$ cat config.mk
export PLATFORM = sky130hd
export DESIGN_NAME = panoTop
export DESIGN_NICKNAME = d
export VERILOG_FILES = /design/src/spiFlashPkg.sv /design/src/ledSeqPkg.sv /design/src/spiFlashReader.sv /design/src/wordAssembler.sv /design/src/ledSequencer.sv /design/src/ledPwm.sv /design/src/panoTop.sv
export VERILOG_INCLUDE_DIRS = /design/src
export SDC_FILE = /design/constraint.sdc
export NUM_CORES = 1
export LEC_CHECK = 0
export BUFFER_PORTS_ARGS = -buffer_cell sky130_fd_sc_hd__buf_2
export CAP_MARGIN = 15
export CORE_MARGIN = 2
export CORE_UTILIZATION = 50
export DETAILED_ROUTE_END_ITERATION = 6
export GPL_TIMING_DRIVEN = 0
export PLACE_DENSITY_LB_ADDON = 0.08
export SLEW_MARGIN = 20
export SYNTH_ARGS = -nofsm -noshare
export SYNTH_HDL_FRONTEND = slang
export SYNTH_HIERARCHICAL = 1
export SYNTH_SLANG_ARGS = --single-unit
$ cat constraint.sdc
create_clock -name clkOsc -period 6.8 [get_ports clkOsc]
set_input_delay 1.36 -clock clkOsc [delete_from_list [all_inputs] [get_ports clkOsc]]
set_output_delay 1.36 -clock clkOsc [all_outputs]
set_load 0.1 [all_outputs]
$ cat src/panoTop_defines.svh
`ifndef PANOTOP_DEFINES_SVH
`define PANOTOP_DEFINES_SVH

////////////////////
// SPI flash link
////////////////////

// clkOsc cycles per SCK half-period
`define SPI_CLK_DIV 2

// Flash address of the first command word
`define BOOT_ADDR 24'h010000

////////////////////
// LED output
////////////////////

// PWM counter and colour channel resolution
`define PWM_BITS 8

`endif

$ cat src/spiFlashPkg.sv
package spiFlashPkg;

    // Standard slow read, no dummy cycles
    localparam logic [7:0] FLASH_READ = 8'h03;

    // Reader FSM
    typedef enum logic [2:0] {
        IDLE,
        CMD,
        ADDR,
        DATA,
        DONE
    } readerState_e;

endpackage

$ cat src/ledSeqPkg.sv
`include "panoTop_defines.svh"

package ledSeqPkg;

    ////////////////////
    // Command tags
    ////////////////////

    localparam logic [7:0] TAG_COLOR = 8'h01;
    localparam logic [7:0] TAG_WAIT  = 8'h02;
    localparam logic [7:0] TAG_HALT  = 8'hFF;

    ////////////////////
    // Command word
    ////////////////////

    typedef struct packed {
        logic [7:0]           tag;
        logic [`PWM_BITS-1:0] red;
        logic [`PWM_BITS-1:0] green;
        logic [`PWM_BITS-1:0] blue;
    } seqColor_t;

    typedef struct packed {
        logic [7:0]  tag;
        logic [23:0] count;
    } seqWait_t;

    // Tag in the top byte for both views, first byte out of the flash
    typedef union packed {
        seqColor_t color;
        seqWait_t  waitCmd;
    } seqWord_u;

    typedef struct packed {
        logic [`PWM_BITS-1:0] red;
        logic [`PWM_BITS-1:0] green;
        logic [`PWM_BITS-1:0] blue;
    } rgb_t;

endpackage

$ cat src/spiFlashReader.sv
`include "panoTop_defines.svh"

module spiFlashReader
    import spiFlashPkg::*;
(
    input  logic       clkOsc,
    input  logic       arstN,
    input  logic       hold,
    input  logic       halt,
    input  logic       spiMiso,
    output logic       spiCsN,
    output logic       spiSck,
    output logic       spiMosi,
    output logic       byteValid,
    output logic [7:0] byteData
);

    localparam int DivW = ($clog2(`SPI_CLK_DIV) > 0) ? $clog2(`SPI_CLK_DIV) : 1;
    localparam logic [DivW-1:0] DivLast = DivW'(`SPI_CLK_DIV - 1);

    readerState_e    state;
    logic [DivW-1:0] divCnt;
    logic [4:0]      bitCnt;
    logic [31:0]     txShift;
    logic [6:0]      rxShift;
    logic            divDone;
    logic            byteStart;
    logic            shifting;
    logic            sckRise;
    logic            sckFall;

    assign divDone = (divCnt == DivLast);

    // First cycle of a data byte, SCK still low
    assign byteStart = (state == DATA) && (bitCnt == 5'd0) && !spiSck && (divCnt == '0);

    // Stall only at a byte boundary
    assign shifting = (state == CMD) || (state == ADDR) ||
                      ((state == DATA) && !(byteStart && (hold || halt)));

    assign sckRise = shifting && divDone && !spiSck;
    assign sckFall = shifting && divDone && spiSck;

    ////////////////////
    // Control FSM
    ////////////////////

    always_ff @(posedge clkOsc or negedge arstN) begin
        if (!arstN) begin
            state     <= IDLE;
            spiCsN    <= 1'b1;
            spiSck    <= 1'b0;
            spiMosi   <= 1'b0;
            divCnt    <= '0;
            bitCnt    <= 5'd0;
            byteValid <= 1'b0;
        end else begin
            byteValid <= 1'b0;
            case (state)
                IDLE: begin
                    spiCsN  <= 1'b0;
                    spiMosi <= FLASH_READ[7];
                    state   <= CMD;
                end
                DONE: begin
                    spiCsN <= 1'b1;
                end
                default: begin
                    if (byteStart && halt) begin
                        state  <= DONE;
                        spiCsN <= 1'b1;
                    end else if (shifting) begin
                        divCnt <= divDone ? '0 : divCnt + DivW'(1);
                        if (sckRise) begin
                            spiSck <= 1'b1;
                            if (state == DATA && bitCnt == 5'd7) begin
                                byteValid <= 1'b1;
                            end
                        end
                        if (sckFall) begin
                            spiSck  <= 1'b0;
                            spiMosi <= txShift[31];
                            // Command and address share one 32-bit count
                            if (state == CMD && bitCnt == 5'd7) begin
                                state <= ADDR;
                            end
                            if (state == ADDR && bitCnt == 5'd31) begin
                                state <= DATA;
                            end
                            if (state == DATA && bitCnt == 5'd7) begin
                                bitCnt <= 5'd0;
                            end else begin
                                bitCnt <= bitCnt + 5'd1;
                            end
                        end
                    end
                end
            endcase
        end
    end

    ////////////////////
    // Shift registers
    ////////////////////

    always_ff @(posedge clkOsc) begin
        if (state == IDLE) begin
            // Bit 7 of the opcode is already on MOSI
            txShift <= {FLASH_READ[6:0], `BOOT_ADDR, 1'b0};
        end else if (sckFall) begin
            txShift <= {txShift[30:0], 1'b0};
        end
        if (sckRise && state == DATA) begin
            rxShift <= {rxShift[5:0], spiMiso};
            if (bitCnt == 5'd7) begin
                byteData <= {rxShift, spiMiso};
            end
        end
    end

endmodule

$ cat src/wordAssembler.sv
module wordAssembler
    import ledSeqPkg::*;
(
    input  logic       clkOsc,
    input  logic       arstN,
    input  logic       byteValid,
    input  logic [7:0] byteData,
    output logic       wordValid,
    output seqWord_u   word
);

    logic [23:0] upperBytes;
    logic [1:0]  byteCnt;

    // Fourth byte completes the word in the same cycle
    assign wordValid = byteValid && (byteCnt == 2'd3);
    assign word      = seqWord_u'({upperBytes, byteData});

    always_ff @(posedge clkOsc or negedge arstN) begin
        if (!arstN) begin
            byteCnt <= 2'd0;
        end else if (byteValid) begin
            byteCnt <= byteCnt + 2'd1;
        end
    end

    // First byte ends up in the top byte
    always_ff @(posedge clkOsc) begin
        if (byteValid) begin
            upperBytes <= {upperBytes[15:0], byteData};
        end
    end

endmodule

$ cat src/ledSequencer.sv
module ledSequencer
    import ledSeqPkg::*;
(
    input  logic     clkOsc,
    input  logic     arstN,
    input  logic     wordValid,
    input  seqWord_u word,
    output logic     hold,
    output logic     halt,
    output logic     halted,
    output rgb_t     color
);

    logic [23:0] waitCnt;
    logic        haltReg;

    // High for exactly count cycles after the wait word
    assign hold = (waitCnt != 24'd0);

    assign halt   = haltReg;
    assign halted = haltReg;

    ////////////////////
    // Command execute
    ////////////////////

    always_ff @(posedge clkOsc or negedge arstN) begin
        if (!arstN) begin
            color   <= '0;
            waitCnt <= 24'd0;
            haltReg <= 1'b0;
        end else begin
            if (hold) begin
                waitCnt <= waitCnt - 24'd1;
            end
            if (wordValid) begin
                // Tag byte is common to both views
                case (word.color.tag)
                    TAG_COLOR: begin
                        color.red   <= word.color.red;
                        color.green <= word.color.green;
                        color.blue  <= word.color.blue;
                    end
                    TAG_WAIT: begin
                        waitCnt <= word.waitCmd.count;
                    end
                    TAG_HALT: begin
                        haltReg <= 1'b1;
                    end
                    default: begin
                        // Unknown tag is a no-op
                    end
                endcase
            end
        end
    end

endmodule

$ cat src/ledPwm.sv
`include "panoTop_defines.svh"

module ledPwm
    import ledSeqPkg::*;
(
    input  logic clkOsc,
    input  logic arstN,
    input  rgb_t color,
    output logic ledRed,
    output logic ledGreen,
    output logic ledBlue
);

    logic [`PWM_BITS-1:0] pwmCnt;

    // Free running, value d gives d high cycles per period
    always_ff @(posedge clkOsc or negedge arstN) begin
        if (!arstN) begin
            pwmCnt   <= '0;
            ledRed   <= 1'b0;
            ledGreen <= 1'b0;
            ledBlue  <= 1'b0;
        end else begin
            pwmCnt   <= pwmCnt + 1'b1;
            ledRed   <= (pwmCnt < color.red);
            ledGreen <= (pwmCnt < color.green);
            ledBlue  <= (pwmCnt < color.blue);
        end
    end

endmodule

$ cat src/panoTop.sv
module panoTop
    import ledSeqPkg::*;
(
    input  logic clkOsc,
    input  logic arstN,
    input  logic spiMiso,
    output logic spiCsN,
    output logic spiSck,
    output logic spiMosi,
    output logic ledRed,
    output logic ledGreen,
    output logic ledBlue,
    output logic halted
);

    logic       byteValid;
    logic [7:0] byteData;
    logic       wordValid;
    seqWord_u   word;
    logic       hold;
    logic       halt;
    rgb_t       color;

    ////////////////////
    // Flash to LEDs
    ////////////////////

    spiFlashReader u_spiFlashReader (
        .clkOsc    (clkOsc),
        .arstN     (arstN),
        .hold      (hold),
        .halt      (halt),
        .spiMiso   (spiMiso),
        .spiCsN    (spiCsN),
        .spiSck    (spiSck),
        .spiMosi   (spiMosi),
        .byteValid (byteValid),
        .byteData  (byteData)
    );

    wordAssembler u_wordAssembler (
        .clkOsc    (clkOsc),
        .arstN     (arstN),
        .byteValid (byteValid),
        .byteData  (byteData),
        .wordValid (wordValid),
        .word      (word)
    );

    // Hold and halt go back up to the reader
    ledSequencer u_ledSequencer (
        .clkOsc    (clkOsc),
        .arstN     (arstN),
        .wordValid (wordValid),
        .word      (word),
        .hold      (hold),
        .halt      (halt),
        .halted    (halted),
        .color     (color)
    );

    ledPwm u_ledPwm (
        .clkOsc   (clkOsc),
        .arstN    (arstN),
        .color    (color),
        .ledRed   (ledRed),
        .ledGreen (ledGreen),
        .ledBlue  (ledBlue)
    );

endmodule

Word-level counts from Yosys, hierarchy flattened

Cells that the tools add are included.

Output and inout port bits: 7
Input bits: 3
Register bits after elaboration: 129
Logic and storage cells: 106

Reduce and logical (&&, ||, !) cells: 38
Bitwise operators: 4
Magnitude comparators: 3
Add/sub/neg operators: 5
Equal/unequal tests: 11
Multiplexer cells: 24

Operator list:

| kind                    | number |
|---|---|
| $mux W24                | 3 |
| $lt A8 B8 Y1            | 3 |
| $reduce_bool A24 Y1     | 1 |
| $sub A24 B1 Y24 const B | 1 |
| $reduce_and A4 Y1       | 4 |
| $mux W3                 | 5 |
| $logic_and A1 B1 Y1     | 14 |
| $mux W1                 | 12 |
| $reduce_bool A3 Y1      | 3 |
| $add A8 B1 Y8 const B   | 1 |
| $eq A8 B1 Y1 const B    | 1 |
| $eq A8 B2 Y1 const B    | 1 |
| $eq A8 B8 Y1 const B    | 1 |
| $eq A3 B2 Y1 const B    | 2 |
| $pmux W3 S2             | 1 |
| $reduce_and A2 Y1       | 3 |
| $reduce_bool A2 Y1      | 3 |
| $add A5 B1 Y5 const B   | 1 |
| $eq A5 B3 Y1 const B    | 1 |
| $eq A5 B5 Y1 const B    | 1 |
| $logic_not A5 Y1        | 1 |
| $mux W5                 | 1 |
| $not A1 Y1              | 4 |
| $pmux W1 S2             | 2 |
| 12 further kinds        | 15 |

Longest topological paths before layout

Gate-level depths: netlist (run 1).

Depth after elaboration: 14
Gate-level depth with buffers: 10
Depth with buffers taken out: 9

Hierarchy

The synthesis (run 1) kept the hierarchy.

By module, submodules not included:

| module         | area each (um2) | times used | cells each | seq. area each (um2) |
|---|---|---|---|---|
| ledSequencer   | 2,454.9         | 1          | 230        | 1,226.2 |
| spiFlashReader | 1,783.0         | 1          | 146        | 1,077.3 |
| ledPwm         | 925.9           | 1          | 103        | 275.3 |
| wordAssembler  | 874.6           | 1          | 38         | 770.7 |

Worst setup path after synthesis (run 1)

Ideal clock, no wire load.

Kind: register -> register
Start: reg u_spiFlashReader.byteValid
End: reg, netlist name u_ledSequencer/color[10]
Library setup time: 0.125 ns
Buffers on the path: 1
Path slack: 4.351 ns
Arrival time: 2.324 ns
Period minus slack after synthesis: 2.449 ns
Required time: 6.675 ns
Cell stages (with the launch flop): 6
Path through: dfrtp_1 and2_2 nor4b_1 nand4b_1 clkbuf_1 mux2_2

Longest elaborated chain between the ends: 2

RTL lines:

| item                               | line                 | source |
|---|---|---|
| start: declaration                 | spiFlashReader.sv:14 | `output logic byteValid,` |
| start signal: assignment           | spiFlashReader.sv:56 | `byteValid <= 1'b0;` |
| start signal: assignment           | spiFlashReader.sv:58 | `byteValid <= 1'b0;` |
| start signal: assignment           | spiFlashReader.sv:77 | `byteValid <= 1'b1;` |
| $logic_and A1 B1 Y1                | wordAssembler.sv:16  | `assign wordValid = byteValid && (byteCnt == 2'd3);` |
| named net wordValid                | panoTop.sv:18        | `logic wordValid;` |
| $reduce_and A2 Y1 (no source line) | --                   |  |

The timed path passes the listed nets, and every way through them passes these cells.
A chain may end at the register's enable or synchronous reset.

Worst setup path after layout (run 1)

Start: reg u_ledSequencer.waitCnt[0]
End: reg u_spiFlashReader.divCnt

Longest elaborated chain between the ends: 7

RTL lines:

| item                               | line                 | source |
|---|---|---|
| start: declaration                 | ledSequencer.sv:14   | `logic [23:0] waitCnt;` |
| start signal: assignment           | ledSequencer.sv:34   | `waitCnt <= waitCnt - 24'd1;` |
| start signal: assignment           | ledSequencer.sv:45   | `waitCnt <= word.waitCmd.count;` |
| $reduce_bool A24 Y1                | ledSequencer.sv:18   | `assign hold = (waitCnt != 24'd0);` |
| named net hold                     | panoTop.sv:20        | `logic hold;` |
| $logic_or A1 B1 Y1                 | spiFlashReader.sv:39 | `((state == DATA) && !(byteStart && (hold \|\| halt)));` |
| $logic_and A1 B1 Y1                | spiFlashReader.sv:39 |  |
| $logic_not A1 Y1                   | spiFlashReader.sv:39 |  |
| $logic_and A1 B1 Y1                | spiFlashReader.sv:39 |  |
| $logic_or A1 B1 Y1                 | spiFlashReader.sv:38 | `assign shifting = (state == CMD) \|\| (state == ADDR) \|\|` |
| $reduce_and A3 Y1 (no source line) | --                   |  |
| end signal: assignment             | spiFlashReader.sv:73 | `divCnt <= divDone ? '0 : divCnt + DivW'(1);` |
| end: declaration                   | spiFlashReader.sv:22 | `logic [DivW-1:0] divCnt;` |

The timed path passes the listed nets, and every way through them passes these cells.

==> results of run 1 <==
-- per-stage QoR --
stage	power [uW]	util	cells	hold WS, ns	instance area [um2]
after global routing	1740	0.577	706	0.435	6870
after detailed placement	822	0.528	674	0.416	6290
after global placement	820	0.526	673	0.401	6270
after floorplan	810	-	517	0.400	6040
final	1680	0.577	706	0.424	6870
after CTS	1700	0.576	706	0.429	6860
-- worst max-delay path, cell delays in order, from the launching register on --
cell and delay [ns]:
dfrtp_1 0.41, inv_1 0.13, ha_1 0.15, nor4b_1 0.48, nand3_1 0.34, nor2_1 0.34
buf_2 0.30, inv_1 0.12, o211a_1 0.22, a311oi_1 0.31, xor2_1 0.17
-- power groups by stage --
stage	clock (uW)	sequential, uW	combinational (uW)
4_1_cts	895	795	11.8
3_3_place_gp	0	810	10.1
3_5_place_dp	0	810	11.7
6_report	876	795	10.9
5_1_grt	928	794	13.2
2_1_floorplan	0	810	0.00122
-- per-layer routing --
layer / vias to the layer above / track usage / share of wire
met5: - / 0 / 0
met3: 10 / 0.0574 / 0.040
met2: 61 / 0.316 / 0.46
met1: 2005 / 0.298 / 0.48
met4: 0 / 0.0626 / 0.011
li1: 1934 / - / -
-- layout make-up --
type                            count  area [um2]
Buffer                             28         193
Clock buffer                       17         425
Clock inverter                     15         148
Fill cell                         999        5040
Inverter                           28         105
Multi-Input combinational cell    332        2400
Sequential cell                   129        3350
Tap cell                          147         184
Timing Repair Buffer               10        67.6
-- sequential cells by signal, summed over array words and instances, names as in the netlist, 2 cells and up --
signal,count
u_wordAssembler/upperBytes,24
u_spiFlashReader/byteData,8
u_ledPwm/pwmCnt,8
u_wordAssembler/byteCnt,2
u_spiFlashReader/rxShift,7
u_ledSequencer/waitCnt,24
u_ledSequencer/color,24
u_spiFlashReader/bitCnt,5
u_spiFlashReader/state,3
u_spiFlashReader/txShift,15
-- cell families after synthesis --
family / count (synthesis) / share of synthesized area
flip-flops: 129 / 0.555
XOR/XNOR: 22 / 0.0319
multiplexers: 27 / 0.0510
AND/OR/NAND/NOR: 151 / 0.149
AO/OA/AOI/OAI: 104 / 0.106
adder cells (fa/ha/maj): 28 / 0.0580
buffers and inverters: 56 / 0.0493
-- how the worst max path moves through the flow --
stage / end / cells past startpoint / startpoint / slack (ns)
after floorplan: u_ledSequencer/color[10] / 5 / u_spiFlashReader/byteValid / 4.35
after global placement: u_ledSequencer/color[13] / 5 / u_spiFlashReader/byteValid / 3.73
after detailed placement: u_ledSequencer/color[19] / 5 / u_spiFlashReader/byteValid / 3.66
after CTS: u_ledSequencer/color[19] / 5 / u_spiFlashReader/byteValid / 3.65
after global routing: u_spiFlashReader/divCnt / 10 / u_ledSequencer/waitCnt[0] / 3.55
final: u_spiFlashReader/divCnt / 10 / u_ledSequencer/waitCnt[0] / 3.75
-- synthesized netlist by cell type (2+ instances only) --
cell       instances
a21o_1             4
a21oi_1           23
a21oi_2            3
a22o_1             2
a31oi_1           11
and2_1             3
and3_2             2
and3b_1            2
and4b_1            3
buf_2              6
buf_4             11
buf_6              3
clkbuf_1           7
dfrtp_1           74
dfxtp_1           15
edfxtp_1          39
ha_1              28
inv_1             28
mux2_2            26
nand2_1           27
nand2b_1           4
nand3_1           27
nand3b_1           2
nand4_1            4
nand4b_1           3
nor2_1            29
nor3_1             5
nor3_2             2
nor4b_1            6
o2111ai_1          2
o211ai_1           6
o21ai_0           40
o31ai_1            4
or3_1              9
or4_1              3
xnor2_1            7
xor2_1            15
==> flow_summary.yaml, run 1 <==
critical_path:
  reg2reg_slack_ns: 3.75
  crit_arrival_ns: 3.39
  cp.required_ns: 7.14
  critPathLaunchType: "flop"
  reg2reg_depth: 10
  worstSetupPathType: "reg -> reg"
  crit_fanout: 10
  r2r_end: "u_spiFlashReader/divCnt"
  rr_startpoint: "u_ledSequencer/waitCnt[0]"
  critPathCaptureType: "flop"
pwr:
  switchingPower_uw: 372
  seqPwrFrac: 0.473
  p_int_uw: 1310
  ir_drop_v: 0.000207
  leakage_uw: 0.00304
  comb_power_share: 0.006
  powerDensity_mw_per_mm2: 245
  clock_power_share: 0.521
  swShare: 0.221
logic_synthesis:
  ys_types: 69
  synthesis.nets: 548
  async_flop_share: 0.581
  synthCells: 517
  synth.largest_area_cell: "dfrtp_1"
  synth.avg_cell_area_um2: 11.7
  yosys-top-cells-area: "dfrtp_1, edfxtp_1, ha_1"
  ys_seq_area_frac: 0.555
  ys_seq_elements: 129
  synth_top_area_share: 0.307
  synth-edff-count: 39
  ys_dominant_reg_cell: "dfrtp_1"
  syn_area_mm2: 0.00604
  synth_warnings: 6
clock_tree:
  cts.clk_slew.worst_paths_ns: 0.06
  cts_buffers: 17
  clock_latency_ns: 0.42
  clk_path_buf_depth: 2
  h-tree-depth: 4
  root_buffer: "clkbuf_16"
  cts_sinks: 129
  holdBufCountCts: 0
  cts_resized: 0
  cts_tree: "yes"
  postCtsSetupBuffers: 0
place:
  pre_cts_ws_ns: 3.66
  gp_congestion: 0.804
  place_hpwl_um: 8710
  port_buffers: 9
drt:
  drtPass1Iterations: 4
  vias_per_cell: 5.68
  drt_iter0_markers: 298
  wire_per_inst_um: 17.2
  drcViolationCount: 0
  vias: 4010
  ant_nets: 0
  wl_um: 12200
run:
  cap_viol_max_count: 0
grt:
  grt_usage: 0.209
  antenna_found_initial: 0
  grt_overflow: 0
  grt_pass1_vias: 4023
  grt_pass1_wl_um: 20600
  grt_max_degree: 49
timing:
  min_period_over_period: 0.448
  max_slew.worst_pin.slew_ns: 0.704
  layout_setup_ws_ns: 3.75
  rsz0062_at_grt: "false"
  setup_viol: 0
  hold_viol: 0
  skew_ns: 0.00751
  min_period_ns: 3.05
  slew_headroom: 0.529
  maxSlewViolCount: 0
  fmax_ghz: 0.328
  setup_tns_ns: 0
die:
  fp.dieW_um: 114
  rows: 40
  io_pins: 10
  dieArea_mm2: 0.0130
  initial_core_util: 0.507
  die_y_um: 114
  core_mm2: 0.0119
status:
  outcome: "finished, final reports clean"
cells_and_area:
  mostFrequentLayoutCell: "dfrtp_1"
  final_cell_mix: "dfrtp_1, o21ai_0, edfxtp_1"
  area_delta_synth_final_pct: 13.8
  drive_gt1_frac: 0.208
  nets: 577
  diodes: 0
worst_hold_path:
  min_delay_worst_endpoint: "u_spiFlashReader/byteData[7]"
  min-delay-start: "u_spiFlashReader/rxShift[6]"
  hold_class: "reg -> reg"
  hold_depth: 0
(Power assumes the default switching activity.)
==> run 2: changes to the inputs <==
clock period = 2.65 ns   (was 6.8 ns; I/O delays follow)
==> flow_summary.yaml, run 2 (same netlist as run 1, synthesis figures left out) <==
status:
  outcome: "finished, final reports clean"
drt:
  vias: 4095
  wl_um: 12300
  ant_nets: 0
  drcViolationCount: 0
  drt_iter0_markers: 312
  wire_per_inst_um: 17.3
  vias_per_cell: 5.75
  drtPass1Iterations: 6
critical_path:
  crit_path_top_delay_cell: "nor4_2"
  crit_chain: "nor4_2 -> nand3_4 -> nor2_4 -> clkbuf_4 -> inv_1 -> o211a_1 -> a311oi_1 -> xor2_1"
  slowest_delay_ns: 0.57
  crit_fanout: 10
  crit_cells: 8
  crit_arrival_ns: 2.85
  critPathLaunch: "u_ledSequencer/waitCnt[19]"
  critPathLaunchType: "flop"
  path_buf_inv: 2
  cp.required_ns: 2.99
  reg2reg_slack_ns: 0.14
  worstSetupPathType: "reg -> reg"
  reg2reg_depth: 8
  rr_startpoint: "u_ledSequencer/waitCnt[19]"
  critPathCaptureType: "flop"
  crit_path_end: "u_spiFlashReader/divCnt"
  r2r_end: "u_spiFlashReader/divCnt"
  cp_top_family: "simple AND/OR/NAND/NOR gates"
grt:
  antenna_found_initial: 0
  grt_pass1_wl_um: 20900
  grt_overflow: 0
  top_usage_layer: "met2"
  grt_max_degree: 49
  met2_usage: 0.321
  grt_use_met1: 0.301
  grt_usage: 0.212
  met3_usage: 0.0574
  grt_pass1_vias: 4058
die:
  initial_core_util: 0.507
  rows: 40
  fp.dieW_um: 114
  dieArea_mm2: 0.0130
  io_pins: 10
  core_mm2: 0.0119
  die_y_um: 114
cells_and_area:
  nets: 583
  final_cell_mix: "dfrtp_1, o21ai_0, edfxtp_1"
  diodes: 0
  design_area_mm2: 0.00696
  mostFrequentLayoutCell: "dfrtp_1"
  area_delta_synth_final_pct: 15.3
  reg_top3: "u_ledSequencer/color x24, u_ledSequencer/waitCnt x24, u_wordAssembler/upperBytes x24"
  drive_gt1_frac: 0.227
worst_hold_path:
  hold_class: "in -> async"
pwr:
  ir_drop_v: 0.000532
  leakage_uw: 0.00310
  p_total_uw: 4320
  powerDensity_mw_per_mm2: 621
timing:
  fmax_ghz: 0.398
  layout_setup_ws_ns: 0.139
  whs_ns: 0.139
  min_period_ns: 2.51
  setup_tns_ns: 0
  skew_ns: 0.00601
  hold_viol: 0
  max_slew.worst_pin.slew_ns: 0.687
  min_period_over_period: 0.947
  setup_viol: 0
  maxSlewViolCount: 0
  slew_headroom: 0.541
clock_tree:
  cts_buffers: 17
  cts_tree: "yes"
  holdBufCountCts: 0
  h-tree-depth: 4
  clk_path_buf_depth: 2
  clock_latency_ns: 0.42
  root_buffer: "clkbuf_16"
  cts.clk_slew.worst_paths_ns: 0.06
  cts_sinks: 129
place:
  gp_congestion: 0.804
  port_buffers: 9
  pre_cts_ws_ns: -0.492
  placed_area_mm2: 0.00629
  place_hpwl_um: 8710
run:
  cap_viol_max_count: 0
[run 2: cell count changes in the layout (fill, tap and decap cells not counted), sizes merged]
cell	delta
clkbuf	+1
buf	+5
[run 2: timing repair]
action / in CTS / in global routing
pin swaps: 0 / 3
setup endpoints to repair: 49 / 43
buffers inserted: 0 / 6
gates resized for setup: 7 / 7
[run 2: cell type report]
type                       count  area, um2
fill                         996       4950
clock inverter                15        148
tap                          147        184
clock buffer                  17        425
sequential                   129       3350
inverter                      28        105
buffer                        28        198
multi-input combinational    332       2440
timing repair buffer          16        113
[run 2: how the worst min path moves through the flow]
stage	depth (start not counted)	to
3_5_place_dp	0	u_spiFlashReader/byteData[7]
6_report	1	u_ledSequencer/color[22]
3_3_place_gp	0	u_spiFlashReader/byteData[7]
2_1_floorplan	0	u_ledPwm/ledBlue
4_1_cts	1	u_ledSequencer/color[22]
5_1_grt	1	u_ledSequencer/color[22]
[run 2: metal layers]
layer | routed length [um] | up-vias
met5 | 0 | -
met4 | 188 | 0
met3 | 485 | 15
met2 | 5760 | 72
met1 | 5900 | 2063
li1 | - | 1945
[run 2: power breakdown]
part,switching [uW],internal (uW)
Sequential,0,2040
Combinational,23.5,4.41
Clock,939,1320
[run 2: per-stage QoR]
stage / utilization / cells
after floorplan: - / 517
after global placement: 0.526 / 673
after detailed placement: 0.528 / 674
after CTS: 0.579 / 706
after global routing: 0.585 / 712
final: 0.585 / 712
